==> src/include/tomasulo_settings.svh <==
`ifndef TOMASULO_SETTINGS_SVH
`define TOMASULO_SETTINGS_SVH

`define XLEN       32  // data word width
`define NUM_REGS   32
`define ROB_SIZE   8   // power of two, rob pointers wrap freely
`define RS_DEPTH   3   // entries per station
`define MUL_STAGES 3

`endif

==> src/source/tomasulo_pkg.sv <==
`default_nettype none
`include "tomasulo_settings.svh"

package tomasulo_pkg;

  typedef logic [`XLEN-1:0] word_t;
  typedef logic [4:0] reg_idx_t;
  typedef logic [$clog2(`ROB_SIZE)-1:0] rob_idx_t;

  typedef enum logic [3:0] {
    ALU_ADD, ALU_SUB, ALU_AND, ALU_OR, ALU_XOR,
    ALU_SLT, ALU_SLTU, ALU_SLL, ALU_SRL, ALU_SRA
  } alu_op_t;

  // single function, gives the mul station a payload of its own
  typedef enum logic [0:0] {
    MUL_MUL
  } mul_op_t;

  // ready operand holds its value, a waiting one its tag
  typedef struct packed {
    word_t    value;
    logic     ready;
    rob_idx_t tag;
  } operand_t;

  typedef struct packed {
    logic     valid;
    rob_idx_t tag;
    word_t    value;
  } cdb_t;

  typedef struct packed {
    logic     valid;
    reg_idx_t rd;
    word_t    value;
  } commit_t;

  typedef struct packed {
    rob_idx_t tag;  // rob entry the result goes to
    operand_t a;
    operand_t b;
  } issue_t;

endpackage

`default_nettype wire

==> src/source/rename_regfile.sv <==
`timescale 1ns/10ps
`default_nettype none
`include "tomasulo_settings.svh"

module rename_regfile (
  input  wire                         clk_100mhz,
  input  wire                         sys_rst,
  input  wire tomasulo_pkg::reg_idx_t i_rs1, i_rs2,
  output logic                        o_busy1, o_busy2,
  output tomasulo_pkg::rob_idx_t      o_tag1, o_tag2,
  output tomasulo_pkg::word_t         o_val1, o_val2,
  input  wire                         i_rename,
  input  wire tomasulo_pkg::reg_idx_t i_rename_rd,
  input  wire tomasulo_pkg::rob_idx_t i_rename_tag,
  input  wire tomasulo_pkg::commit_t  i_commit,
  input  wire tomasulo_pkg::rob_idx_t i_commit_tag
);
  import tomasulo_pkg::*;

  word_t    regs [`NUM_REGS];
  logic     busy [`NUM_REGS];
  rob_idx_t tags [`NUM_REGS];  // youngest writer in flight

  assign o_busy1 = busy[i_rs1];
  assign o_busy2 = busy[i_rs2];
  assign o_tag1  = tags[i_rs1];
  assign o_tag2  = tags[i_rs2];
  assign o_val1  = regs[i_rs1];
  assign o_val2  = regs[i_rs2];

  always_ff @(posedge clk_100mhz) begin
    if (sys_rst) begin
      for (int i = 0; i < `NUM_REGS; i++) begin
        regs[i] <= '0;
        busy[i] <= 1'b0;
        tags[i] <= '0;
      end
    end else begin
      if (i_commit.valid && i_commit.rd != '0) begin
        regs[i_commit.rd] <= i_commit.value;
        if (tags[i_commit.rd] == i_commit_tag) begin
          busy[i_commit.rd] <= 1'b0;  // no younger writer left
        end
      end
      // same-cycle rename overrides the clear above
      if (i_rename && i_rename_rd != '0) begin
        busy[i_rename_rd] <= 1'b1;
        tags[i_rename_rd] <= i_rename_tag;
      end
    end
  end

endmodule

`default_nettype wire

==> config.mk <==
export PLATFORM = sky130hd
export DESIGN_NAME = rename_regfile
export DESIGN_NICKNAME = d
export VERILOG_FILES = /design/src/source/tomasulo_pkg.sv /design/src/source/rename_regfile.sv
export VERILOG_INCLUDE_DIRS = /design/src /design/src/include
export SDC_FILE = /design/constraint.sdc
export NUM_CORES = 2
export LEC_CHECK = 0
export BUFFER_PORTS_ARGS = -buffer_cell sky130_fd_sc_hd__buf_2
export CORE_ASPECT_RATIO = 0.9
export CORE_MARGIN = 3
export CORE_UTILIZATION = 30
export CTS_BUF_LIST = sky130_fd_sc_hd__clkbuf_16
export CTS_CLUSTER_DIAMETER = 50
export CTS_CLUSTER_SIZE = 12
export DETAILED_ROUTE_END_ITERATION = 10
export PLACE_DENSITY_LB_ADDON = 0.12
export SYNTH_ARGS = -nofsm -noshare
export SYNTH_HDL_FRONTEND = slang
export SYNTH_SLANG_ARGS = --single-unit
export TNS_END_PERCENT = 100
==> constraint.sdc <==
create_clock -name clk_100mhz -period 4.5 [get_ports clk_100mhz]
set_clock_uncertainty 0.15 [all_clocks]
set_input_delay 0.45 -clock clk_100mhz [delete_from_list [all_inputs] [get_ports clk_100mhz]]
set_output_delay 0.45 -clock clk_100mhz [all_outputs]
set_load 0.01 [all_outputs]
==> summary.txt <==
Timing
  – Final TNS setup: 0 ns
  – Final Hold Vio Count: 0
  – Worst slew margin: ~20%
  – Final Setup Violations: 0
  – RSZ-0062 raised after global routing: no
  – Tightest Pin Transition: approximately 1.2 ns
  – Period utilisation layout: roughly four fifths
  – Fmax: ~280 MHz
  – Minimum clock period: 3.54 ns
  – Count of pins over their slew limit: 0

Synthesis
  – Post-synthesis async set-or-reset flop share: 0%
  – Synth Flop Type: edfxtp_1
  – Most numerous cell in the Yosys netlist: edfxtp_1
  – Post-synth EDFFs: roughly 1,100
  – Post-synth top cells: 1,120 x edfxtp_1, 1,085 x and2_1, 720 x mux4_2
  – Synth cell types: 44
  – Warnings, synthesis: 0
  – Leading area contributor after synthesis: edfxtp_1
  – Synth top area cells: edfxtp_1 54%, mux4_2 26%, and2_1 11%
  – Mapped Cells: ~3,800
  – Synth Area per Inst: 16.3 um2
  – Mapped Area: just over 60,000 um2
  – #FFs+latches synth: approximately 1,200
  – Yosys top cell area share: around 54%
  – Register area share after synthesis: 55.3%

Floorplan
  – FP Rows: ~160
  – Die area: ~210,000 um2
  – Starting Density: a little under a third
  – Core area: 204,000 um2
  – Top Ports: 134
  – Die Width: between 400 and 500 um
  – DIE HEIGHT: 437 um

Route
  – Vias per Instance: 5.47
  – Average wire per standard cell: around 35 um
  – Remaining DRCs: 0
  – Drt pass-1 iters: 5
  – Drt initial violations: ~4,200
  – Via count: approximately 37,000
  – Total Wirelength: about 240 mm
  – ANT nets after route: 0

GRT
  – Global-route wire length before repair: around 330 mm
  – Vias in the first global route: between 30,000 and 40,000
  – Largest net degree at the start of global routing: 59
  – Remaining global-route overflow: 0
  – Tot GR Track Use: 22.3%
  – Initial antenna violation count: 39

Power and ir drop
  – Internal: roughly 22,000 uW
  – PD cells: slightly above 400 nW/um2
  – P_sw: a little under 8000 uW
  – Logic pwr share: a little under an eighth
  – Clock power share: between 40% and 50%
  – Sw Ratio: between 20% and 30%
  – Seq pwr share: between 40% and 50%
  – Leakage: ~0.024 uW
  – Overall Power: 29,600 uW
  – Peak supply drop: 0.000266 V

Worst setup path
  – CP Capture Type: output port
  – CP max stage cell: mux4_2
  – Critical-path cell list: buf_8, buf_12, buf_12, mux4_2, mux4_2, mux2_2, buf_2
  – WS Path Type: input port to output port
  – Crit path max fanout: 24
  – Req. time, crit path: just under 4 ns
  – Critical Path Max Stage Delay: about 0.53 ns
  – Critical path arrival: 2.94 ns
  – Startpoint Class: input port

Place
  – DP Wirelength: roughly 140 mm
  – Final GP Congestion: 0.844
  – Input/output buffers: around 130

Final layout
  – Post-layout nets: around 4,000
  – Synth-to-Final Area Change: 17.8%
  – Layout cells sized above 1: between 30% and 40%
  – Post-layout util: 35.7%

Min path
  – HP Class: input port to register

Run status
  – Outcome: completed

Clocking
  – Clock transition at path regs: 0.06 ns
  – H-tree Lvls: 4
  – Max Root-Sink Buffers: 3
  – Cts bufs inserted: between 150 and 200
  – TritonCTS clock tree: done
  – Clock root buffer: clkbuf_16
  – Clk_lat worst skew: ~0.81 ns
  – Sinks on Clock Net: between 1,000 and 1,500

Run
  – Max Cap Viol: 0
## final cells by class
class	count	area [um2]
flip-flops and latches	1152	34300
fillers	19100	131000
repair buffers	313	2980
inverters	9	36.3
multi-input cells	2263	26600
clock inverters	131	1640
diodes	9	22.5
well taps	2703	3380
clock buffers	159	3980
## worst max-delay path: cells and delay by family
family	cells	cell delay [ns]
buf+inv	4	0.99
mux	3	1.41
## sequential cells by signal (all words and copies together) (netlist names)
signal / count
regs: 1024
busy: 32
tags: 96
## cells by family after synthesis
logic type	Yosys count	synth area share, %
other	1	0.00605
AOI/OAI and AO/OA	144	1.31
and+or+nand+nor	1244	12.3
DFF	1152	55.3
muxes	840	28.3
buffers and inverters	423	2.76
## path summary, 6_finish.rpt
kind,slack (ns),from,endpoint,cells after the start
worst min register to register,0.33,busy[0]$_DFF_P_,busy[0]$_DFF_P_,1
worst max-delay path,0.96,i_rs2[0],o_val2[4],7
worst max register to register,1.82,tags[2][1]$_SDFFCE_PN0P_,busy[25]$_DFF_P_,7
worst min-delay path,0.08,i_commit[13],regs[28][13]$_SDFFCE_PN0P_,2
## routing by layer
metal  track usage, %  part of all wire [%]
met1             31.6                    44
met2             35.3                    47
met3             3.89                   6.6
met4             6.01                   2.6
met5                0                 0.026
## power by group through the flow
stage	clock network, uW	logic, uW	registers, uW
global route	14100	3670	12700
detailed placement	0	3560	12900
CTS	13700	3560	12700
global placement	0	3560	12900
finish	13400	3510	12700
floorplan	0	2100	12800
## stage by stage
step,instance area (um2),worst slack (ns),hold slack [ns],instances
after CTS,72900,0.967,0.0179,6730
final,72900,0.961,0.0793,6739
after global placement,67300,0.677,0.318,6439
after detailed placement,67300,0.695,0.320,6439
after global routing,72900,0.916,0.0740,6731
after floorplan,62100,-0.0723,0.301,3838
## cell usage in the layout, fill, tap and decap left out, drive strengths merged, types with 32 or more instances in the layout
cell type / Yosys / routed
edfxtp: 1120 / 1120
and2: 1085 / 1085
mux4: 720 / 720
buf: 92 / 312
clkbuf: 322 / 159
mux2: 72 / 72
nor2: 64 / 64
clkinv: 1 / 63
o21ai: 52 / 52
mux2i: 48 / 48
inv: 8 / 42
a21oi: 36 / 36
conb: 1 / 35
dfxtp: 32 / 32
## timing repair
item,in CTS,in global routing
endpoints found under the hold margin,8,0
hold buffers,1,0
gates resized for setup,0,0
setup buffers,0,0
No activity file was read; power rests on OpenSTA's default activity.
