--- config.mk ---
export PLATFORM = sky130hd
export DESIGN_NAME = cdb_arbiter
export DESIGN_NICKNAME = d
export VERILOG_FILES = /design/src/source/tomasulo_pkg.sv /design/src/source/cdb_arbiter.sv
export VERILOG_INCLUDE_DIRS = /design/src /design/src/include
export SDC_FILE = /design/constraint.sdc
export NUM_CORES = 1
export LEC_CHECK = 0
export BUFFER_PORTS_ARGS = -buffer_cell sky130_fd_sc_hd__buf_2
export CAP_MARGIN = 5
export CORE_ASPECT_RATIO = 0.5
export CORE_MARGIN = 4
export CORE_UTILIZATION = 32
export CTS_CLUSTER_DIAMETER = 50
export DETAILED_ROUTE_END_ITERATION = 12
export PLACE_DENSITY = 0.7
export REMOVE_ABC_BUFFERS = 1
export SKIP_CTS_REPAIR_TIMING = 1
export SLEW_MARGIN = 20
export SYNTH_ARGS = -nofsm -noshare
export SYNTH_HDL_FRONTEND = slang
export SYNTH_SLANG_ARGS = --single-unit
--- constraint.sdc ---
create_clock -name clk_100mhz -period 2.2 [get_ports clk_100mhz]
set_input_delay 0.11 -clock clk_100mhz [delete_from_list [all_inputs] [get_ports clk_100mhz]]
set_output_delay 0.11 -clock clk_100mhz [all_outputs]
set_load 0.01 [all_outputs]
--- src/include/tomasulo_settings.svh ---
`ifndef TOMASULO_SETTINGS_SVH
`define TOMASULO_SETTINGS_SVH

`define XLEN       32  // data word width
`define NUM_REGS   32
`define ROB_SIZE   8   // power of two, rob pointers wrap freely
`define RS_DEPTH   3   // entries per station
`define MUL_STAGES 3

`endif

--- src/source/tomasulo_pkg.sv ---
`default_nettype none
`include "tomasulo_settings.svh"

package tomasulo_pkg;

  typedef logic [`XLEN-1:0] word_t;
  typedef logic [4:0] reg_idx_t;
  typedef logic [$clog2(`ROB_SIZE)-1:0] rob_idx_t;

  typedef enum logic [3:0] {
    ALU_ADD, ALU_SUB, ALU_AND, ALU_OR, ALU_XOR,
    ALU_SLT, ALU_SLTU, ALU_SLL, ALU_SRL, ALU_SRA
  } alu_op_t;

  // single function, gives the mul station a payload of its own
  typedef enum logic [0:0] {
    MUL_MUL
  } mul_op_t;

  // ready operand holds its value, a waiting one its tag
  typedef struct packed {
    word_t    value;
    logic     ready;
    rob_idx_t tag;
  } operand_t;

  typedef struct packed {
    logic     valid;
    rob_idx_t tag;
    word_t    value;
  } cdb_t;

  typedef struct packed {
    logic     valid;
    reg_idx_t rd;
    word_t    value;
  } commit_t;

  typedef struct packed {
    rob_idx_t tag;  // rob entry the result goes to
    operand_t a;
    operand_t b;
  } issue_t;

endpackage

`default_nettype wire

--- src/source/cdb_arbiter.sv ---
`timescale 1ns/10ps
`default_nettype none

module cdb_arbiter (
  input  wire                         clk_100mhz,
  input  wire                         sys_rst,
  input  wire                         i_mul_valid,
  input  wire tomasulo_pkg::word_t    i_mul_result,
  input  wire tomasulo_pkg::rob_idx_t i_mul_tag,
  input  wire                         i_alu_valid,
  input  wire tomasulo_pkg::word_t    i_alu_result,
  input  wire tomasulo_pkg::rob_idx_t i_alu_tag,
  output logic                        o_mul_grant,
  output logic                        o_alu_grant,
  output tomasulo_pkg::cdb_t          o_cdb
);

  // mul wins, its deeper pipe backs up sooner
  assign o_mul_grant = i_mul_valid;
  assign o_alu_grant = i_alu_valid && !i_mul_valid;

  always_ff @(posedge clk_100mhz) begin
    if (sys_rst) begin
      o_cdb.valid <= 1'b0;
    end else begin
      o_cdb.valid <= i_mul_valid || i_alu_valid;
    end
    if (o_mul_grant) begin
      o_cdb.tag   <= i_mul_tag;
      o_cdb.value <= i_mul_result;
    end else begin
      o_cdb.tag   <= i_alu_tag;
      o_cdb.value <= i_alu_result;
    end
  end

endmodule

`default_nettype wire

==> key figures, run 1 <==
Die
  – Row count: 16
  – Initial Utilization: between 30% and 40%
  – Core Area: approximately 3900 um^2
  – IO Count: approximately 110
  – Die area: 5240 um^2
  – Die height: between 50 and 60 um
  – Die width: a little under 100 um

Power and ir drop
  – Seq pwr share: ~50%
  – Total power: between 1 and 1.5 mW
  – Power share of the combinational group: between 10% and 20%
  – Pwr Density: approximately 730 nW/um^2
  – Peak VDD IR: roughly 0.29 mV
  – P_leak: 1.06 nW
  – Pint: between 1 and 1.5 mW
  – Clk pwr share: between 30% and 40%
  – Switching power: 332 uW
  – Sw Ratio: a little under a quarter

Route
  – DR vias: approximately 1000
  – Drt pass-1 iters: 2
  – DRC Markers: 0
  – Post-route ant nets: 0
  – WL/cell: approximately 13 um
  – Total Wirelength: 3.19 mm
  – DR iter-0 viols: 12
  – Detailed-route vias per instance: ~4.0

STA
  – Worst slew pin tran: roughly 430 ps
  – Rel. slew slack: around 71%
  – Peak Freq: ~900 MHz
  – Final hold violation count: 0
  – Final Setup Violations: 0
  – Setup TNS: 0 ps
  – Final period util: between 50 and 60%
  – Slew Limit Fails: 0
  – RSZ-0062 raised after global routing: no
  – Final min period: 1120 ps

Yosys
  – Synth Warn #: 0
  – Syn_area_per_cell: around 17 um^2
  – Synth Area in Compound Gates: less than 1%
  – Sequential area share after synthesis: 55.0%
  – Xor/xnor cell area share of the yosys netlist: 0%
  – Simple-gate share of the synthesized area: 0.478%
  – Largest family of logic cells by synthesized area: multiplexers
  – Post-synthesis register bit count: 36
  – Post-synthesis adder-cell area fraction: 0%
  – Post-Syn Instances: 78
  – Post-synthesis instance area: between 1000 and 1500 um^2
  – Post-synthesis mux area share: 38.1%
  – Cell variety after synth: 9

Placement
  – Hpwl dp: approximately 2.7 mm
  – Placer Congestion: 0.649
  – Placed cell count: 240
  – Port Buffers: around 110

GRT
  – Largest net degree at the start of global routing: 18
  – Initial antenna violation count: 0
  – Global-route wire length before repair: between 4 and 5 mm
  – GRT Total Usage: between 10 and 15%
  – Vias in the first global route: about 1000
  – Remaining global-route overflow: 0

Layout
  – Share of layout cells above drive strength 1: between 80% and 90%
  – Layout Cells excl Fill: between 200 and 250
  – Top reg by flops: o_cdb
  – Layout Nets: ~270
  – Largest registers: o_cdb: 36 flops
  – Max FFs per register: 36
  – Most frequent cells in the layout: 111 x buf_2, 36 x dfxtp_1, 28 x mux2_4, 7 x mux2_2, 6 x clkbuf_8
  – Area grow syn2layout: 50.1%
  – Antenna cells: 0
  – Finished Core Util: approximately half
  – Commonest non-fill, non-tap cell in the layout: buf_2

Worst setup path
  – CP required: approximately 2100 ps
  – Worst path top cell family by delay: buffers and inverters
  – Arr. time, crit path: 1010 ps
  – CP dominant cell by count: buf_2
  – Setup CP Type: input pin to output port
  – Slowest stage cell, crit path: buf_2
  – Crit-path max FO: 17
  – Crit. End Element: output port
  – Worst path cell trace: buf_2 -> buf_4 -> nor2b_1 -> buf_2
  – Crit path buf inv count: 3
  – Startpoint types: input pin
  – Slowest cell delay on critical path: 360 ps

Hold path
  – Worst hold path class: input pin to flop

CTS
  – Root Buffer: clkbuf_8
  – H-tree depth: 2
  – Clk buf depth: 2
  – Clk slew on worst S/H paths: ~70 ps
  – CTS buffer count: 5
  – Clock sink count: 36
  – TritonCTS clock tree: done

Run
  – MaxCap Viol Count: 0

Run status
  – Outcome: finished, final reports clean
[layer usage]
metal | global-route usage (%) | up-vias | part of all wire (%)
met5 | 0 | - | 0
met4 | 4.08 | 0 | 0.94
met3 | 2.89 | 6 | 3.4
met2 | 23.2 | 21 | 63
met1 | 10.3 | 481 | 32
li1 | - | 496 | -
[cell type report]
| type | instances | area, um^2 |
|---|---|---|
| multi-input cells | 37 | 515 |
| clock buffers | 6 | 82.6 |
| clock inverters | 2 | 10.0 |
| repair buffers | 113 | 571 |
| fillers | 386 | 1960 |
| well taps | 54 | 67.6 |
| flip-flops and latches | 36 | 721 |
[cells by family after synthesis]
kind of cell | Yosys count
AOI/OAI and AO/OA | 1
buffers and inverters | 5
DFF | 36
muxes | 35
and+or+nand+nor | 1
[final timing paths]
path / cells past startpoint / slack, ps / start / to
min: 2 / 50 / i_mul_result[22] / o_cdb[22]
max: 4 / 1080 / i_mul_valid / o_alu_grant
[power by group through the flow]
stage               Combinational (mW)  Clock, mW  Sequential [mW]
detailed placement               0.251          0            0.731
CTS                              0.251      0.493            0.717
global route                     0.266      0.517            0.720
finish                           0.248      0.475            0.716
floorplan                       0.0788          0            0.760
global placement                 0.246          0            0.730
[Yosys cell counts]
cell type	number	area share, %
buf_4	1	0.57
mux2_2	7	6.0
buf_6	1	0.86
o21ba_2	1	0.76
nor2b_1	1	0.48
mux2_4	28	32
dfxtp_1	36	55
buf_8	1	1.1
buf_12	2	3.1
[stage by stage]
stage	area [um^2]	hold WS, ps	setup slack (ps)
finish	1970	46.3	1080
global route	1970	38.3	1000
CTS	1970	37.9	1080
detailed placement	1870	339	917
global placement	1870	336	935
floorplan	1240	220	1670
Note: power is estimated with default switching activity, not from simulation.
==> run 2, diff against run 1 <==
Settings changed: PLACE_DENSITY 0.7 to 0.73.
Clock period 2.2 ns to 1 ns, I/O delays scaled along.
==> key figures, run 2 (synthesized netlist as in run 1, its figures left out) <==
STA
  – Setup TNS: 0 ps
  – Final Setup Violations: 0
  – Final min period: slightly above 800 ps
  – Slew Limit Fails: 0
  – Final hold violation count: 0
  – Peak Freq: about 1200 MHz
  – RSZ-0062 raised after global routing: no
  – Rel. slew slack: around nine tenths
  – Final period util: between 80% and 90%
  – Worst slew pin tran: around 160 ps

Placement
  – Hpwl dp: about 2.8 mm
  – Port Buffers: approximately 110
  – Dpl cell area: roughly 1900 um^2
  – Placer Congestion: around 0.67
  – Placed cell count: between 200 and 250

Hold path
  – Hold Path Origin: i_mul_tag[0]
  – Hold Crit Depth: 2
  – Worst hold path class: input pin to flop
  – Min-Delay Endpoint: o_cdb[32]

Route
  – Detailed-route vias per instance: between 4 and 5
  – Total Wirelength: about 4.5 mm
  – Post-route ant nets: 0
  – DR vias: 1232
  – WL/cell: 15.2 um
  – DRC Markers: 0
  – Drt pass-1 iters: 2
  – DR iter-0 viols: 18

Run
  – MaxCap Viol Count: 0

Layout
  – Max FFs per register: 36
  – Commonest non-fill, non-tap cell in the layout: buf_2
  – Largest registers: o_cdb: 36 flops
  – Finished Core Util: a little under two thirds
  – Most frequent cells in the layout: 111 x buf_2, 53 x dlygate4sd3_1, 36 x dfxtp_1, 28 x mux2_4, 7 x mux2_2
  – Share of layout cells above drive strength 1: 63.1%
  – Area grow syn2layout: 90.7%
  – Antenna cells: 0
  – Layout Cells excl Fill: between 200 and 300
  – Fill count: approximately 310
  – Final Cell Area: between 2000 and 2500 um^2
  – Layout Nets: 320
  – Top reg by flops: o_cdb

GRT
  – Largest net degree at the start of global routing: 23
  – Initial antenna violation count: 0
  – GRT Total Usage: between 10% and 20%
  – Remaining global-route overflow: 0
  – Global-route wire length before repair: approximately 4.6 mm
  – Vias in the first global route: between 1000 and 1500

Die
  – Die area: between 5000 and 6000 um^2
  – Initial Utilization: around 33%
  – Die width: between 90 and 100 um
  – Row count: 16
  – Die height: 53.2 um
  – Core Area: ~4000 um^2
  – IO Count: ~110

Power and ir drop
  – Peak VDD IR: about 0.64 mV
  – Pwr Density: approximately 1300 nW/um^2
  – P_leak: 1.28 nW

CTS
  – CTS buffer count: 5
  – Clk slew on worst S/H paths: 60 ps
  – H-tree depth: 2
  – TritonCTS clock tree: done
  – Clk buf depth: 2
  – Root Buffer: clkbuf_8
  – Clock sink count: 36

Worst setup path
  – Startpoint types: input pin
  – Setup CP Type: input pin to flop
  – Arr. time, crit path: slightly below 1000 ps
  – Crit. End Element: flop
  – CP required: 1160 ps
  – Crit-path max FO: 1

Run status
  – Outcome: finished, final reports clean
[run 2: changes by cell type in the layout (fill, tap and decap cells not counted)]
cell | previous run | this run
buf_4 | 2 | 0
clkinv_2 | 2 | 0
dlygate4sd3_1 | 0 | 53
clkbuf_8 | 6 | 5
buf_12 | 0 | 2
[run 2: worst max-delay path by stage]
stage / start / to / slack (ps) / depth (start not counted)
CTS: o_cdb[33] / o_cdb[33] / 200 / 1
global route: o_cdb[33] / o_cdb[33] / 170 / 1
finish: i_alu_result[7] / o_cdb[7] / 170 / 3
detailed placement: i_mul_valid / o_cdb[0] / 110 / 3
floorplan: i_mul_valid / o_cdb[0] / 530 / 1
global placement: i_mul_valid / o_cdb[2] / 140 / 3
[run 2: through the flow]
stage	hold slack [ps]	setup slack (ps)	total power, mW
2_1_floorplan	100	534	1.85
3_5_place_dp	279	109	2.18
3_3_place_gp	276	140	2.16
6_report	1.11	170	3.22
5_1_grt	1.62	171	3.37
4_1_cts	-9.94	204	3.06
[run 2: power breakdown]
part	switching, mW	internal, mW	total (mW)	leakage, nW
registers	0.0284	1.55	1.58	0.304
logic	0.264	0.482	0.746	0.940
clock network	0.443	0.448	0.891	0.0359
[run 2: worst max-delay path, stage by stage]
cell	delay [ps]
dlygate4sd3_1	550
buf_2	130
mux2_4	260
[run 2: layout make-up]
type	instances	area (um^2)	area share (%)
Tap cell	54	67.6	2.70
Sequential cell	36	721	28.8
Timing Repair Buffer	166	1130	45.1
Clock buffer	5	68.8	2.75
Multi-Input combinational cell	37	515	20.6
[run 2: routing by layer]
metal / share of wire [%] / track usage (%)
met5: 0 / 0
met3: 2.9 / 4.08
met4: 1.5 / 2.72
met2: 63 / 25.6
met1: 32 / 10.4
