`src/include/tomasulo_settings.svh`:
```
`ifndef TOMASULO_SETTINGS_SVH
`define TOMASULO_SETTINGS_SVH

`define XLEN       32  // data word width
`define NUM_REGS   32
`define ROB_SIZE   8   // power of two, rob pointers wrap freely
`define RS_DEPTH   3   // entries per station
`define MUL_STAGES 3

`endif

```
`src/source/tomasulo_pkg.sv`:
```
`default_nettype none
`include "tomasulo_settings.svh"

package tomasulo_pkg;

  typedef logic [`XLEN-1:0] word_t;
  typedef logic [4:0] reg_idx_t;
  typedef logic [$clog2(`ROB_SIZE)-1:0] rob_idx_t;

  typedef enum logic [3:0] {
    ALU_ADD, ALU_SUB, ALU_AND, ALU_OR, ALU_XOR,
    ALU_SLT, ALU_SLTU, ALU_SLL, ALU_SRL, ALU_SRA
  } alu_op_t;

  // single function, gives the mul station a payload of its own
  typedef enum logic [0:0] {
    MUL_MUL
  } mul_op_t;

  // ready operand holds its value, a waiting one its tag
  typedef struct packed {
    word_t    value;
    logic     ready;
    rob_idx_t tag;
  } operand_t;

  typedef struct packed {
    logic     valid;
    rob_idx_t tag;
    word_t    value;
  } cdb_t;

  typedef struct packed {
    logic     valid;
    reg_idx_t rd;
    word_t    value;
  } commit_t;

  typedef struct packed {
    rob_idx_t tag;  // rob entry the result goes to
    operand_t a;
    operand_t b;
  } issue_t;

endpackage

`default_nettype wire

```
`src/source/pipelined_multiplier.sv`:
```
`timescale 1ns/10ps
`default_nettype none
`include "tomasulo_settings.svh"

module pipelined_multiplier (
  input  wire                         clk_100mhz,
  input  wire                         sys_rst,
  input  wire                         i_issue,
  input  wire tomasulo_pkg::word_t    i_a, i_b,
  input  wire tomasulo_pkg::rob_idx_t i_tag,
  output logic                        o_accept,
  output logic                        o_result_valid,
  output tomasulo_pkg::word_t         o_result,
  output tomasulo_pkg::rob_idx_t      o_tag,
  input  wire                         i_grant
);
  import tomasulo_pkg::*;

  localparam int S = `MUL_STAGES;

  logic     vld   [S];
  rob_idx_t tag_q [S];
  word_t    prod  [S];
  logic [S-1:0] take;  // stage can load this cycle

  // a stage moves when empty or when everything below it moves
  always_comb begin
    take[S-1] = !vld[S-1] || i_grant;
    for (int i = S - 2; i >= 0; i--) begin
      take[i] = !vld[i] || take[i+1];
    end
  end

  assign o_accept       = take[0];
  assign o_result_valid = vld[S-1];
  assign o_result       = prod[S-1];
  assign o_tag          = tag_q[S-1];

  always_ff @(posedge clk_100mhz) begin
    if (sys_rst) begin
      for (int i = 0; i < S; i++) begin
        vld[i] <= 1'b0;
      end
    end else begin
      if (take[0]) begin
        vld[0] <= i_issue;
      end
      for (int i = 1; i < S; i++) begin
        if (take[i]) begin
          vld[i] <= vld[i-1];
        end
      end
    end
  end

  always_ff @(posedge clk_100mhz) begin
    if (take[0]) begin
      prod[0]  <= i_a * i_b;  // low word of the product
      tag_q[0] <= i_tag;
    end
    for (int i = 1; i < S; i++) begin
      if (take[i]) begin
        prod[i]  <= prod[i-1];
        tag_q[i] <= tag_q[i-1];
      end
    end
  end

endmodule

`default_nettype wire

```
`config.mk`:
```
export PLATFORM = sky130hd
export DESIGN_NAME = pipelined_multiplier
export DESIGN_NICKNAME = d
export VERILOG_FILES = /design/src/source/tomasulo_pkg.sv /design/src/source/pipelined_multiplier.sv
export VERILOG_INCLUDE_DIRS = /design/src /design/src/include
export SDC_FILE = /design/constraint.sdc
export NUM_CORES = 1
export LEC_CHECK = 0
export ABC_AREA = 0
export BUFFER_PORTS_ARGS = -buffer_cell sky130_fd_sc_hd__clkbuf_2
export CAP_MARGIN = 20
export CORE_UTILIZATION = 37
export CTS_CLUSTER_DIAMETER = 80
export DETAILED_ROUTE_END_ITERATION = 10
export GPL_ROUTABILITY_DRIVEN = 0
export PLACE_DENSITY = 0.61
export SLEW_MARGIN = 20
export SYNTH_ARGS = -nofsm -noshare
export SYNTH_HDL_FRONTEND = slang
export SYNTH_SLANG_ARGS = --single-unit
export TNS_END_PERCENT = 100
```
`constraint.sdc`:
```
create_clock -name clk_100mhz -period 14.3 [get_ports clk_100mhz]
set_input_delay 0.715 -clock clk_100mhz [delete_from_list [all_inputs] [get_ports clk_100mhz]]
set_output_delay 0.715 -clock clk_100mhz [all_outputs]
set_load 0.01 [all_outputs]
```
==> results.toml, run 1 <==
[critical_path]
cp_max_fo = 30
critPathArrivalTime_ps = 7280
r2r_setup_slack_ps = 12570
slowest_stage = "fa_1"
cp-end-kind = "flop"
crit_top_cell = "fa_1"
startpoint_type = "primary input"
cp.required_ps = 14390
path_class = "in -> reg"
worstPathCellList = "clkbuf_2 -> and2_1 -> fa_1 -> inv_1 -> fa_1 -> fa_1 -> fa_1 -> inv_1 -> fa_1 -> inv_1 -> fa_1 -> inv_1 -> fa_1 -> fa_1 -> ha_1 -> a21o_1 -> a21o_1 -> a2111oi_2 -> nor3_1 -> a221o_1 -> a21oi_2 -> xnor2_1"
slowest_delay_ps = 580

[clock_tree]
cts_max_level = 3
hold_buffers = 0
clock-sinks = 108
cts_made_buffers = 9
cts_setup_buffers = 0
tritoncts = "done"
cts.path.max_buffers = 2
cts-root-buf = "clkbuf_16"
cts-resized-gates = 0
clk-insertion-delay-late_ps = 340
clk_pin_slew_ps = 80

[final_layout]
synthToLayoutAreaGrowth_pct = 6.04
layout_commonest_cell = "fa_1"
final_nets = 2475
mostFrequentLayoutCells = "fa_1, and2_1, inv_1, nand2_1, ha_1"
drive_above_1_share_pct = 7.24

[timing]
worstMarginPinSlew_ps = 860
maxSlewHeadroom_pct = 42.7
rsz0062_at_grt = "false"
finalSetupViolations = 0
skew_ps = 9.86
hold_violations = 0
fmax_mhz = 139
slew_viol_final = 0
min_period_over_period_pct = 50.3
tns_ps = 0
fin_crit_ps = 7200

[die]
core_area_sq_um = 51500
die_y_microns = 231
io_pins = 108
dieArea_sq_um = 53300
die_x_microns = 231
rows = 83
initial_utilization_pct = 37.6

[route]
drc_errors = 0
ant_nets = 0
wl_microns = 45400
wl_per_cell_microns = 17.7
drt-initial-drc-count = 511
vias = 12200
dr.pass1.iters = 4
viasPerCell = 4.78

[grt]
antenna_found_initial = 1
first_global_vias = 13600
grt_pass1_wl_microns = 73500
track_usage_pct = 17.8
grt-ovfl-total = 0
grt_max_degree = 38

[synth]
ys_types = 46
synth_top_area_cell = "fa_1"
synth.ff_latch_count = 108
syn_nets = 2469
synth_top_cell_area_share_pct = 42.2
synth_edf_count = 108
synthesis.area_sq_um = 19400
ys_warn_count = 0
yosys_most_used_dff = "edfxtp_1"
syn_area_per_cell_sq_um = 10.4
synth.yosys.seq_area_share_pct = 16.7
yosys-top-cells-area = "fa_1, edfxtp_1, and2_1"
synthArstFlopShare_pct = 0
synthCells = 1867

[job]
drv_cap = 0

[hold_path]
min-delay-path-class = "reg -> reg"

[place]
dp.final_hpwl_microns = 36900
io_buffers = 107

[run_status]
outcome = "completed"
[worst max-delay path, delay by kind of cell]
family                     cells  cell delay (ps)
AOI/OAI and AO/OA              5             1260
xor gates and xnor gates       1               90
adders and majority gates      9             4280
buffers and inverters          5              530
and+or+nand+nor                2              410
[worst paths after layout]
kind,from,to,cells past startpoint
setup / recovery,i_b[2],prod[0][31]$_DFFE_PN_,22
hold / removal,prod[0][41]$_DFFE_PP_,prod[0][73]$_DFFE_PP_,0
setup reg to reg,vld[0][2]$_SDFFCE_PP0P_,vld[0][0]$_SDFFCE_PP0P_,5
hold reg to reg,prod[0][41]$_DFFE_PP_,prod[0][73]$_DFFE_PP_,0
[synthesized netlist by cell type, drive strengths merged, types with 14 or more instances]
library cell	count
buf	35
nand2	178
clkbuf	81
a21oi	31
ha	123
xnor2	63
o21ai	14
inv	360
xor2	24
and2	370
fa	408
edfxtp	108
[through the flow]
step           area, sq um  utilization, %  hold WS (ps)  std cells  worst slack [ps]
6_report             20500            39.9           414       2559              7100
5_1_grt              20500            39.9           417       2559              6850
4_1_cts              20500            39.9           409       2558              7120
3_5_place_dp         20200            39.3           405       2542              6750
3_3_place_gp         20200            39.3           401       2542              6820
2_1_floorplan        19400               -           400       1867              7210
[layout make-up]
class                      instances  area, sq um
fill                            5111        31000
inverter                         360         1350
clock buffer                       9          225
clock inverter                     7         92.6
multi-input combinational       1283        14200
antenna                            1         2.50
tap                              680          851
sequential                       108         3240
timing repair buffer             111          566
[layer usage]
metal	vias to the layer above	GRT usage, %	share of wire [%]
met5	-	0	0
met4	0	6.35	3.3
met3	72	2.26	3.9
met2	276	30.0	48
met1	6372	23.4	45
li1	5521	-	-
[registers in the layout (all words and copies together), names as in the netlist]
signal,count
prod,96
tag_q,9
vld,3
[cells by family after synthesis]
kind of cell,count (synthesis),synth area share [%]
buf+inv,476,9.91
compound gates,73,2.45
mux,2,0.103
xor+xnor,88,4.09
flops,108,16.7
fa+ha+maj,531,50.1
simple gates,589,16.6
Power of run 1 is left out: the tool's default activity adds up to more than one toggle a clock period on the data nets, which glitch-free logic cannot reach.
==> run 2, diff against run 1 <==
--- a/config.mk
+++ b/config.mk
@@ -13,7 +13,7 @@
 export CTS_CLUSTER_DIAMETER = 80
 export DETAILED_ROUTE_END_ITERATION = 10
 export GPL_ROUTABILITY_DRIVEN = 0
-export PLACE_DENSITY = 0.61
+export PLACE_DENSITY = 0.63
 export SLEW_MARGIN = 20
 export SYNTH_ARGS = -nofsm -noshare
 export SYNTH_HDL_FRONTEND = slang
==> constraint.sdc (replaced) <==
create_clock -name clk_100mhz -period 6.1 [get_ports clk_100mhz]
set_input_delay 0.305 -clock clk_100mhz [delete_from_list [all_inputs] [get_ports clk_100mhz]]
set_output_delay 0.305 -clock clk_100mhz [all_outputs]
set_load 0.01 [all_outputs]
==> results.toml, run 2 (synthesis gave the netlist of run 1 again) <==
[run_status]
outcome = "complete, but fails checks"
violations = "negative setup slack"

[final_layout]
final_area_sq_um = 23100
nFillCells = 4825
antennaDiodeCount = 0
synthToLayoutAreaGrowth_pct = 19.4
drive_above_1_share_pct = 22.5
regMostFlops = "prod"
largest_reg_flops = 96
mostFrequentLayoutCells = "fa_1, and2_1, inv_1, buf_4, nand2_1"
final_nets = 2690
layout_commonest_cell = "fa_1"
top_regs = "prod (96), tag_q (9), vld (3)"

[timing]
fin_crit_ps = 6270
worstMarginPinSlew_ps = 861
maxSlewHeadroom_pct = 42.4
fmax_mhz = 160
finalSetupViolations = 6
layout_setup_ws_ps = -166
skew_ps = 4.95
rsz0062_at_grt = "true"
hold_violations = 0
min_period_over_period_pct = 103
slew_viol_final = 0

[route]
dr.pass1.iters = 5
drc_errors = 0
ant_nets = 0
drt-initial-drc-count = 541
viasPerCell = 4.66
wl_per_cell_microns = 16.8
wl_microns = 46500
vias = 12900

[hold_path]
hold-path-endpoint = "tag_q[0][2]$_DFFE_PN_"
worstHoldStart = "i_tag[2]"
worstHoldPathCells = 1
min-delay-path-class = "in -> reg"

[clock_tree]
cts_max_level = 3
clk-insertion-delay-late_ps = 340
cts.path.max_buffers = 2
tritoncts = "done"
clock-sinks = 108
cts_made_buffers = 9
clk_pin_slew_ps = 80
cts-root-buf = "clkbuf_16"
hold_buffers = 0

[grt]
first_global_vias = 14300
track_usage_pct = 18.0
grt_max_degree = 38
antenna_found_initial = 1
grt_pass1_wl_microns = 75300
grt-ovfl-total = 0

[critical_path]
cp.required_ps = 6190
critPathArrivalTime_ps = 6360
path_class = "in -> reg"
cp-end-kind = "flop"
r2r_end = "vld[0][0]$_SDFFCE_PP0P_"
rr_startpoint = "vld[0][2]$_SDFFCE_PP0P_"
startpoint_type = "primary input"
reg2reg_depth = 4
cp_max_fo = 5
r2r_setup_slack_ps = 4030

[die]
core_area_sq_um = 51500
rows = 83
die_y_microns = 231
initial_utilization_pct = 37.6
die_x_microns = 231
dieArea_sq_um = 53300
io_pins = 108

[place]
placed_area_sq_um = 21900
io_buffers = 107
dp.final_hpwl_microns = 40500

[job]
drv_cap = 0
-- run 2: cell types whose count changed in the layout (fill, tap and decap cells not counted), sizes merged --
cell / change
buf: +223
clkbuf: -8
diode: -1
-- run 2: final cells by class --
class	instances	area (sq um)	area share, %
Clock buffer	9	225	0.973
Clock inverter	7	108	0.465
Inverter	360	1350	5.84
Multi-Input combinational cell	1283	14800	64.1
Sequential cell	108	3240	14.0
Tap cell	680	851	3.68
Timing Repair Buffer	326	2530	10.9
-- run 2: critical path: stages --
cell and delay [ps]:
buf_8 100, and2_4 150, fa_1 550, inv_2 40, fa_1 540, fa_1 490, fa_1 530, inv_1 50
fa_1 510, fa_1 440, fa_1 530, fa_1 460, ha_4 270, a21o_1 180, a21o_1 220, a2111oi_4 310
nor3_2 90, a221o_1 360, a21oi_2 140, xnor2_1 80
-- run 2: what timing repair did --
item,CTS,global route
pin swaps,52,46
resized for setup,97,95
gates cloned,0,0
setup endpoints to repair,13,18
buffers inserted,13,8
-- run 2: routing by layer --
layer  global-route usage (%)  vias to the layer above  part of all wire [%]
li1                         -                     5943                     -
met1                     24.7                     6664                    45
met2                     31.2                      284                    50
met3                     1.31                       44                   3.8
met4                     3.39                        0                   1.4
met5                        0                        -                     0
-- run 2: through the flow --
| stage | setup slack (ps) | hold WS (ps) | std cells | setup TNS (ps) | utilization, % |
|---|---|---|---|---|---|
| after floorplan | -237 | 400 | 1867 | -601 | - |
| after global placement | -590 | 401 | 2736 | -7320 | 42.4 |
| after detailed placement | -714 | 405 | 2736 | -8660 | 42.4 |
| after CTS | -162 | 148 | 2765 | -317 | 44.0 |
| after global routing | -326 | 146 | 2773 | -1650 | 44.9 |
| final | -166 | 158 | 2773 | -365 | 44.9 |
-- run 2: worst max path at each step --
stage | slack [ps] | depth (start not counted) | from | end
2_1_floorplan | -240 | 20 | i_b[2] | prod[0][31]$_DFFE_PN_
3_3_place_gp | -590 | 21 | i_a[10] | prod[0][31]$_DFFE_PN_
6_report | -170 | 20 | i_b[2] | prod[0][31]$_DFFE_PN_
5_1_grt | -330 | 20 | i_b[2] | prod[0][31]$_DFFE_PN_
4_1_cts | -160 | 20 | i_a[18] | prod[0][31]$_DFFE_PN_
3_5_place_dp | -710 | 20 | i_b[5] | prod[0][31]$_DFFE_PN_
Power of run 2 is left out for the same reason.
