### src/include/tomasulo_settings.svh
`ifndef TOMASULO_SETTINGS_SVH
`define TOMASULO_SETTINGS_SVH

`define XLEN       32  // data word width
`define NUM_REGS   32
`define ROB_SIZE   8   // power of two, rob pointers wrap freely
`define RS_DEPTH   3   // entries per station
`define MUL_STAGES 3

`endif

### src/source/tomasulo_pkg.sv
`default_nettype none
`include "tomasulo_settings.svh"

package tomasulo_pkg;

  typedef logic [`XLEN-1:0] word_t;
  typedef logic [4:0] reg_idx_t;
  typedef logic [$clog2(`ROB_SIZE)-1:0] rob_idx_t;

  typedef enum logic [3:0] {
    ALU_ADD, ALU_SUB, ALU_AND, ALU_OR, ALU_XOR,
    ALU_SLT, ALU_SLTU, ALU_SLL, ALU_SRL, ALU_SRA
  } alu_op_t;

  // single function, gives the mul station a payload of its own
  typedef enum logic [0:0] {
    MUL_MUL
  } mul_op_t;

  // ready operand holds its value, a waiting one its tag
  typedef struct packed {
    word_t    value;
    logic     ready;
    rob_idx_t tag;
  } operand_t;

  typedef struct packed {
    logic     valid;
    rob_idx_t tag;
    word_t    value;
  } cdb_t;

  typedef struct packed {
    logic     valid;
    reg_idx_t rd;
    word_t    value;
  } commit_t;

  typedef struct packed {
    rob_idx_t tag;  // rob entry the result goes to
    operand_t a;
    operand_t b;
  } issue_t;

endpackage

`default_nettype wire

### src/source/alu_unit.sv
`timescale 1ns/10ps
`default_nettype none

module alu_unit (
  input  wire                         clk_100mhz,
  input  wire                         sys_rst,
  input  wire                         i_issue,
  input  wire tomasulo_pkg::word_t    i_a, i_b,
  input  wire tomasulo_pkg::alu_op_t  i_op,
  input  wire tomasulo_pkg::rob_idx_t i_tag,
  output logic                        o_accept,
  output logic                        o_result_valid,
  output tomasulo_pkg::word_t         o_result,
  output tomasulo_pkg::rob_idx_t      o_tag,
  input  wire                         i_grant
);
  import tomasulo_pkg::*;

  word_t      res;
  logic [4:0] shamt;

  assign shamt = i_b[4:0];

  always_comb begin
    case (i_op)
      ALU_ADD:  res = i_a + i_b;
      ALU_SUB:  res = i_a - i_b;
      ALU_AND:  res = i_a & i_b;
      ALU_OR:   res = i_a | i_b;
      ALU_XOR:  res = i_a ^ i_b;
      ALU_SLT:  res = word_t'($signed(i_a) < $signed(i_b));
      ALU_SLTU: res = word_t'(i_a < i_b);
      ALU_SLL:  res = i_a << shamt;
      ALU_SRL:  res = i_a >> shamt;
      ALU_SRA:  res = $signed(i_a) >>> shamt;
      default:  res = '0;
    endcase
  end

  // result register frees up in the cycle it is granted
  assign o_accept = !o_result_valid || i_grant;

  always_ff @(posedge clk_100mhz) begin
    if (sys_rst) begin
      o_result_valid <= 1'b0;
    end else if (i_issue) begin
      o_result_valid <= 1'b1;
    end else if (i_grant) begin
      o_result_valid <= 1'b0;
    end
  end

  always_ff @(posedge clk_100mhz) begin
    if (i_issue) begin
      o_result <= res;
      o_tag    <= i_tag;
    end
  end

endmodule

`default_nettype wire

### config.mk
export PLATFORM = sky130hd
export DESIGN_NAME = alu_unit
export DESIGN_NICKNAME = d
export VERILOG_FILES = /design/src/source/tomasulo_pkg.sv /design/src/source/alu_unit.sv
export VERILOG_INCLUDE_DIRS = /design/src /design/src/include
export SDC_FILE = /design/constraint.sdc
export NUM_CORES = 1
export LEC_CHECK = 0
export ABC_AREA = 1
export BUFFER_PORTS_ARGS = -buffer_cell sky130_fd_sc_hd__buf_2
export CAP_MARGIN = 15
export CORE_MARGIN = 2
export CORE_UTILIZATION = 50
export CTS_CLUSTER_SIZE = 25
export DETAILED_ROUTE_END_ITERATION = 8
export PLACE_DENSITY = 0.69
export REMOVE_ABC_BUFFERS = 1
export SYNTH_ARGS = -nofsm -noshare
export SYNTH_HDL_FRONTEND = slang
export SYNTH_SLANG_ARGS = --single-unit
export TNS_END_PERCENT = 5
### constraint.sdc
create_clock -name clk_100mhz -period 3.5 [get_ports clk_100mhz]
set_clock_uncertainty 0.2 [all_clocks]
set_input_delay 0.525 -clock clk_100mhz [delete_from_list [all_inputs] [get_ports clk_100mhz]]
set_output_delay 0.525 -clock clk_100mhz [all_outputs]
set_load 0.05 [all_outputs]
==> reports/metrics.cfg, run 1 <==
[sta]
slew_violations=0
holdWs_ns=0.1553
fin_tns_setup_ns=0
maxSlewHeadroom=0.1573
worst_pin_slew_ns=1.264
hold_violations=0
period_share=0.9113
min_period_ns=3.190
rsz0062_at_grt=false
fmax_mhz=313.5
setup_viol=0

[worst_setup_path]
path_class=in -> reg
crit_top_cell=nand2_1
timing.rr.end=o_result_valid
cp_max_fo=4
cp-end-kind=flip-flop
r2r_start=o_result_valid
critPathMaxStageDelay_ns=0.54
start_kind=input port
slowest_stage=o21bai_1
crit_required_ns=3.35
cp-endpoint=o_result[16]
reg2reg_slack_ns=2.71
cp.arrival_ns=3.04
worstPathCellList=buf_2 -> ha_1 -> fa_1 -> nand2_1 -> nand3_1 -> nand2_1 -> o21bai_1 -> nand2_1 -> nand2_1 -> nand2_1 -> nand3_1 -> nand4_1
startpoint=i_b[0]
reg2regPathDepth=2

[cts]
clk_pin_slew_ns=0.08
cts_root_buf=clkbuf_16
cts_hold_buf=0
cts_setup_buffers=0
htree_levels=2
cts.sinks=36
cts_tree=built
cts_resized=0
cts_inserted_buffers=5
clockBufferDepth=2
clk_latency_ns=0.31

[yosys]
synth-simple-area-share=0.5364
synth_commonest_cells=nand2_1, nand3_1, inv_1
ys_async_sr_fraction=0
synth_flop_cell=edfxtp_1
yosysUniqueCellTypes=45
synthXorXnorAreaFrac=0.001562
yosysWarnings=0
synth_top_area_frac=0.2476
synth_edf_count=35
yosysSeqAreaShare=0.09548
synthMuxAreaShare=0
synth_top_family_by_area=simple AND/OR/NAND/NOR gates
syn_inst=2131
synthMostInstantiatedCell=nand2_1
synth_area_leaders=nand2_1, nand3_1, ha_1, inv_1, edfxtp_1
synth_largest_area_cell=nand2_1
yosys.area_share.adder=0.1118
synth_area_sq_mm=0.01122
synth.avg_cell_area_sq_um=5.264
synth-seq-cells=36
synth-compound-area-share=0.1069

[finish]
final_nets=2377
n_antenna_cell=0
design_area_sq_mm=0.01216
area_growth_pct=8.444
finish.utilization=0.5557
drive_gt1_frac=0.09392

[global_routing]
globalRouteOverflowTotal=0
grt_pass1_wl_mm=78.36
grt_pass1_vias=13020
antenna_found_initial=1
grt_usage=0.4340
grt_start_max_net_pins=64

[routing]
route.detailed.drc=0
wl_mm=53.29
wl_per_cell_um=21.45
routed_via_density=6.030
antenna_left=0
drtIter0Drc=2349
num_vias=14980
first_pass_iters=6

[placement]
portBuffers=111
place_area_sq_mm=0.01200
gp_congestion=1.055
hpwl_mm=43.22

[status]
status=finished clean

[die]
dieHeight_um=153.8
coreArea_sq_mm=0.02189
row_count=54
die_w_um=153.8
start_util=0.5124
die_area_sq_mm=0.02365
io_pins=112

[power_and_ir_drop]
powerDensity_mw_per_mm2=251.2
p_leak_nw=6.788
power_w=0.003055
vdd_drop_max_uv=155.4

[flow_run]
drv_cap=0

[min_path]
hold_class=in -> reg

==> logic make-up (layout without fill, tap and decap cells) <==
| logic type | after synthesis | after routing |
|---|---|---|
| buffers and inverters | 397 | 470 |
| flip-flops | 36 | 36 |
| AND/OR/NAND/NOR | 1387 | 1387 |
| XOR/XNOR | 2 | 2 |
| AO/OA/AOI/OAI | 210 | 210 |
| adder cells (fa/ha/maj) | 99 | 99 |
==> stage by stage <==
step / setup WS, ns / cells
finish: 0.3103 / 2484
global route: 0.3574 / 2484
CTS: 0.4926 / 2484
detailed placement: 0.1668 / 2476
global placement: 0.09867 / 2476
floorplan: 0.09480 / 2039
==> cells in the final DEF, fill, tap and decap left out, types with 3 or more instances in the layout <==
| cell | netlist | layout |
|---|---|---|
| a31oi_1 | 6 | 6 |
| o22ai_1 | 18 | 18 |
| o21ai_0 | 52 | 52 |
| o21bai_1 | 12 | 12 |
| a211oi_1 | 3 | 3 |
| buf_12 | 0 | 3 |
| clkbuf_16 | 0 | 5 |
| inv_1 | 295 | 294 |
| and2_1 | 15 | 15 |
| nor2_2 | 4 | 5 |
| buf_2 | 57 | 111 |
| ha_1 | 97 | 97 |
| nor3_1 | 21 | 21 |
| edfxtp_1 | 35 | 35 |
| nor2_4 | 5 | 5 |
| nor2_1 | 145 | 144 |
| o211ai_1 | 16 | 16 |
| nand2_1 | 740 | 740 |
| a21oi_1 | 80 | 80 |
| nand4_1 | 42 | 42 |
| o221ai_1 | 5 | 5 |
| inv_2 | 8 | 9 |
| nand3_2 | 4 | 4 |
| nand2_2 | 9 | 9 |
| buf_4 | 9 | 43 |
| o21ai_1 | 12 | 12 |
| nand3b_1 | 5 | 5 |
| or2_2 | 3 | 3 |
| nand3_1 | 385 | 385 |
==> state kept, by name, summed over array words and instances, names as in the netlist <==
register / flops
o_result: 32
o_result_valid: 1
o_tag: 3
==> worst min path at each step <==
stage,start,to,depth (start not counted)
global placement,o_result_valid,o_result_valid,2
global route,sys_rst,o_result_valid,2
finish,sys_rst,o_result_valid,2
floorplan,sys_rst,o_result_valid,1
detailed placement,o_result_valid,o_result_valid,2
CTS,sys_rst,o_result_valid,2
==> report_power, final <==
part / leakage (nW) / switching [W] / internal (W)
Combinational: 6.36 / 0.00138 / 0.000513
Clock: 0.0798 / 0.000269 / 0.000338
Sequential: 0.346 / 0.0000260 / 0.000534
Total: 6.79 / 0.00167 / 0.00138
==> area by class of cell <==
| class | count | area, sq um |
|---|---|---|
| fill | 2377 | 9727 |
| multi-input combinational | 1698 | 8489 |
| inverter | 305 | 1147 |
| sequential | 36 | 1071 |
| timing repair buffer | 157 | 938.4 |
| tap | 280 | 350.3 |
| clock buffer | 5 | 125.1 |
| clock inverter | 3 | 42.54 |
==> layer usage <==
metal | global-route usage | share of wire
met5 | 0 | 0.00024
met4 | 0.1983 | 0.055
met3 | 0.07384 | 0.13
met2 | 0.6343 | 0.40
met1 | 0.6206 | 0.41
==> critical path, delay by kind of cell <==
family | cells | cell delay, ns
AOI/OAI and AO/OA | 1 | 0.54
adders and majority gates | 2 | 0.73
buffers and inverters | 1 | 0.17
and+or+nand+nor | 8 | 1.07
Note: power is estimated with default switching activity, not from simulation.
==> run 2: changes to the inputs <==
PLACE_DENSITY = 0.8   (was 0.69)
==> reports/metrics.cfg, run 2 (synthesis results as in run 1) <==
[finish]
drive_gt1_frac=0.09103  ; -0.002887
finish.utilization=0.5513  ; -0.004401
top_register=o_result
n_antenna_cell=0  ; unchanged
final_cell_mix=nand2_1, nand3_1, inv_1, nor2_1, buf_2
fin_cells=2477  ; -0.28%
multiInputGateArea_sq_mm=0.008489  ; unchanged
final_nets=2370  ; -0.29%
regArea_sq_mm=0.001071  ; unchanged
n_fill_cell=2404  ; +1.1%
area_growth_pct=7.585
final_common_cell=nand2_1
largest_reg_flops=32  ; unchanged
top_regs=o_result x32, o_tag x3, o_result_valid x1

[die]
die_area_sq_mm=0.02365  ; unchanged
dieHeight_um=153.8  ; unchanged
die_w_um=153.8  ; unchanged
start_util=0.5124  ; unchanged
coreArea_sq_mm=0.02189  ; unchanged
io_pins=112  ; unchanged
row_count=54  ; unchanged

[routing]
wl_mm=51.78  ; -2.8%
antenna_left=0  ; unchanged
route.detailed.drc=0  ; unchanged
wl_met2_mm=20.06  ; -6.9%
route.top_layer_used=met4
num_vias=15050  ; +0.45%
first_pass_iters=7  ; +1
wl_met1_mm=19.89  ; -8.6%
wl_per_cell_um=20.90  ; -2.6%
drtIter0Drc=2367  ; +0.77%
wl_met3_mm=7.763  ; +10%
routed_via_density=6.074  ; +0.73%

[sta]
worst_slack_ns=0.2629  ; -0.04735 ns
slew_violations=0  ; unchanged
period_share=0.9249  ; +0.01353
hold_violations=0  ; unchanged
fmax_mhz=308.9  ; -1.5%
rsz0062_at_grt=false
fin_tns_setup_ns=0  ; unchanged
maxSlewHeadroom=0.1742  ; +0.01686
worst_pin_slew_ns=1.239  ; -0.02529 ns
min_period_ns=3.237  ; +0.04735 ns
holdWs_ns=0.1590  ; +0.003658 ns
setup_viol=0  ; unchanged

[placement]
dp.cells=2469  ; -0.28%
gp_congestion=1.138  ; +7.9%
place_ws_ns=0.2075  ; +0.04071 ns
portBuffers=111  ; unchanged
hpwl_mm=41.35  ; -4.3%

[cts]
cts.sinks=36  ; unchanged
cts_setup_buffers=0  ; unchanged
clockBufferDepth=2  ; unchanged
htree_levels=2  ; unchanged
clk_latency_ns=0.31  ; about the same
cts_root_buf=clkbuf_16
cts_tree=built
cts_hold_buf=0  ; unchanged
cts_inserted_buffers=5  ; unchanged
clk_pin_slew_ns=0.08  ; about the same
cts_resized=0  ; unchanged

[global_routing]
grt_pass1_vias=13310  ; +2.2%
antenna_found_initial=0  ; -1
globalRouteOverflowTotal=0  ; unchanged
grt_pass1_wl_mm=77.64  ; -0.92%
grt_usage=0.4245  ; -0.009544
grt_start_max_net_pins=67  ; +4.7%

[min_path]
hold_class=in -> reg
hold_end=o_result_valid
min_path_cells=2  ; unchanged
hp-start=sys_rst

[status]
status=finished clean

[power_and_ir_drop]
powerDensity_mw_per_mm2=244.9  ; -2.5%
p_leak_nw=6.742  ; -0.68%
vdd_drop_max_uv=171.3  ; +10%

[worst_setup_path]
reg2reg_slack_ns=2.71  ; about the same
path_class=in -> reg
cp-end-kind=flip-flop
r2r_start=o_result_valid
reg2regPathDepth=2  ; unchanged
crit_required_ns=3.35  ; about the same
cp_max_fo=11  ; +7
cp.arrival_ns=3.09  ; +0.05 ns
timing.rr.end=o_result_valid
start_kind=input port

[flow_run]
drv_cap=0  ; unchanged

## run 2: routing by layer
layer / track usage / up-vias
li1: - / 7038
met1: 0.5793 / 6568
met2: 0.5996 / 1254
met3: 0.1032 / 185
met4: 0.2586 / 0
met5: 0 / -
## run 2: layout make-up
class | instances | area share
multi-input combinational | 1698 | 0.7035
inverter | 305 | 0.09508
sequential | 36 | 0.08875
timing repair buffer | 150 | 0.07133
tap | 280 | 0.02903
clock buffer | 6 | 0.01151
clock inverter | 2 | 0.0008294
## run 2: worst max path at each step
stage / start / endpoint / slack (ns) / depth (start not counted)
after global routing: i_b[0] / o_result[16] / 0.36 / 12
after global placement: i_b[0] / o_result[16] / 0.17 / 12
final: i_b[0] / o_result[16] / 0.26 / 12
after detailed placement: i_b[0] / o_result[16] / 0.21 / 12
after CTS: i_b[0] / o_result[16] / 0.53 / 12
after floorplan: i_b[2] / o_result[0] / 0.09 / 14
## run 2: power by group
group	internal [W]	total (W)	switching (W)
registers	0.000533	0.000553	0.0000202
logic	0.000499	0.00186	0.00136
clock network	0.000284	0.000547	0.000263
total	0.00132	0.00296	0.00164
## run 2: metrics by stage
| stage | total power (W) | instance area, sq um |
|---|---|---|
| 5_1_grt | 0.003100 | 12070 |
| 6_report | 0.002956 | 12070 |
| 2_1_floorplan | 0.001702 | 10710 |
| 4_1_cts | 0.002867 | 12070 |
| 3_3_place_gp | 0.002316 | 11920 |
| 3_5_place_dp | 0.002333 | 11920 |
## run 2: worst max-delay path: stages
cell and delay [ns]:
buf_2 0.29, ha_1 0.34, fa_1 0.35, nand2_1 0.13, nand3_1 0.17, nand2_1 0.10
o21bai_1 0.60, nand2_1 0.15, nand2_1 0.09, nand2_1 0.05, nand3_1 0.14, nand4_1 0.15
==> run 3: changes to the inputs <==
clock period = 3.3 ns   (was 3.5 ns; I/O delays follow)
==> reports/metrics.cfg, run 3 (synthesis results as in run 1) <==
[finish]
n_antenna_cell=0  ; unchanged
drive_gt1_frac=0.1021  ; +0.01104
top_register=o_result
final_cell_mix=nand2_1, nand3_1, inv_1, nor2_1, buf_2
top_regs=o_result x32, o_tag x3, o_result_valid x1
final_common_cell=nand2_1
finish.utilization=0.5653  ; +0.01400
design_area_sq_mm=0.01237  ; +2.5%
final_nets=2397  ; +1.1%
largest_reg_flops=32  ; unchanged
area_growth_pct=10.32

[routing]
drtIter0Drc=2189  ; -7.5%
first_pass_iters=6  ; -1
routed_via_density=6.030  ; -0.73%
antenna_left=0  ; unchanged
wl_per_cell_um=21.22  ; +1.5%
wl_mm=53.13  ; +2.6%
num_vias=15100  ; +0.35%
route.detailed.drc=0  ; unchanged

[worst_setup_path]
cp.arrival_ns=2.72  ; -0.37 ns
start_kind=input port
path_class=in -> reg
cp_max_fo=5  ; -6
cp-end-kind=flip-flop
crit_required_ns=3.13  ; -0.22 ns

[sta]
period_share=0.8765
fin_tns_setup_ns=0  ; unchanged
maxSlewHeadroom=0.4406  ; +0.2665
setup_viol=0  ; unchanged
fmax_mhz=345.7
holdWs_ns=0.1317  ; -0.02730 ns
worst_pin_slew_ns=0.8360  ; -0.4028 ns
hold_violations=0  ; unchanged
rsz0062_at_grt=false
min_period_ns=2.892
slew_violations=0  ; unchanged

[die]
io_pins=112  ; unchanged
start_util=0.5124  ; unchanged
coreArea_sq_mm=0.02189  ; unchanged
die_area_sq_mm=0.02365  ; unchanged
die_w_um=153.8  ; unchanged
dieHeight_um=153.8  ; unchanged
row_count=54  ; unchanged

[global_routing]
grt_util_met1=0.6042  ; +0.02494
antenna_found_initial=0  ; unchanged
top_usage_layer=met2
grt_pass1_wl_mm=80.03  ; +3.1%
grt_pass1_vias=13550  ; +1.8%
grt_start_max_net_pins=68  ; +1.5%
grt_usage=0.4383  ; +0.01386
grt_use_met2=0.6483  ; +0.04868
globalRouteOverflowTotal=0  ; unchanged
use_met3=0.1074  ; +0.004228

[cts]
cts_tree=built
clk_latency_ns=0.31  ; about the same
htree_levels=2  ; unchanged
cts.sinks=36  ; unchanged
cts_root_buf=clkbuf_16
cts_inserted_buffers=5  ; unchanged
clk_pin_slew_ns=0.07  ; about the same
cts_resized=0  ; unchanged
cts_hold_buf=0  ; unchanged
cts_setup_buffers=0  ; unchanged
clockBufferDepth=2  ; unchanged

[min_path]
hold_class=in -> reg

[power_and_ir_drop]
vdd_drop_max_uv=181.0  ; +5.7%
seqPwrFrac=0.173  ; -0.014
netSwitchingPower_w=0.001743  ; +6.3%
powerDensity_mw_per_mm2=273.1  ; +11%
clkPwrFrac=0.231  ; +0.046
comb_power_share=0.596  ; -0.032
switching_share=0.5159  ; -0.03872
internal-power_w=0.001636  ; +24%
p_leak_nw=6.913  ; +2.5%

[placement]
hpwl_mm=43.49  ; +5.2%
gp_congestion=1.068  ; -6.2%
place_area_sq_mm=0.01216  ; +2.0%
portBuffers=111  ; unchanged

[status]
status=finished clean

[flow_run]
drv_cap=0  ; unchanged

==> run 3: power groups by stage <==
stage | Combinational, W | Clock [W] | Sequential [W]
after floorplan | 0.00104 | 0 | 0.000766
after global placement | 0.00192 | 0 | 0.000593
after detailed placement | 0.00194 | 0 | 0.000594
after CTS | 0.00194 | 0.000770 | 0.000584
after global routing | 0.00217 | 0.000777 | 0.000588
final | 0.00201 | 0.000779 | 0.000585
==> run 3: per-layer routing <==
layer  up-vias  wire length (um)
met5         -                 0
met1      6694             21770
li1       7100                 -
met2      1144             21540
met4         0              2814
met3       160              7005
==> run 3: worst max-delay path: stages <==
cell	delay [ns]
buf_2	0.16
ha_1	0.29
fa_1	0.35
nand2_1	0.11
nand3_1	0.14
nand2_1	0.10
o21bai_1	0.47
nand2_1	0.14
nand2_1	0.09
nand2_1	0.06
nand3_1	0.14
nand4_1	0.17
==> run 3: final timing paths <==
kind / slack (ns) / endpoint / cells after the start / from
max reg2reg: 2.53 / o_result_valid / 2 / o_result_valid
min reg2reg: 0.28 / o_result_valid / 2 / o_result_valid
min: 0.13 / o_result_valid / 2 / sys_rst
max: 0.41 / o_result[16] / 12 / i_b[0]
==> run 3: final cells by class <==
class,instances,area (sq um)
Clock buffer,5,125.1
Clock inverter,3,90.09
Fill cell,2402,9517
Inverter,305,1147
Multi-Input combinational cell,1698,8489
Sequential cell,36,1071
Tap cell,280,350.3
Timing Repair Buffer,177,1101
==> run 3: stage by stage <==
| stage | std cells | total power [W] | setup slack (ns) |
|---|---|---|---|
| 2_1_floorplan | 2039 | 0.001805 | -0.07520 |
| 3_3_place_gp | 2496 | 0.002515 | 0.1482 |
| 3_5_place_dp | 2496 | 0.002531 | 0.1723 |
| 4_1_cts | 2504 | 0.003298 | 0.4897 |
| 5_1_grt | 2504 | 0.003539 | 0.3018 |
| 6_report | 2504 | 0.003379 | 0.4076 |
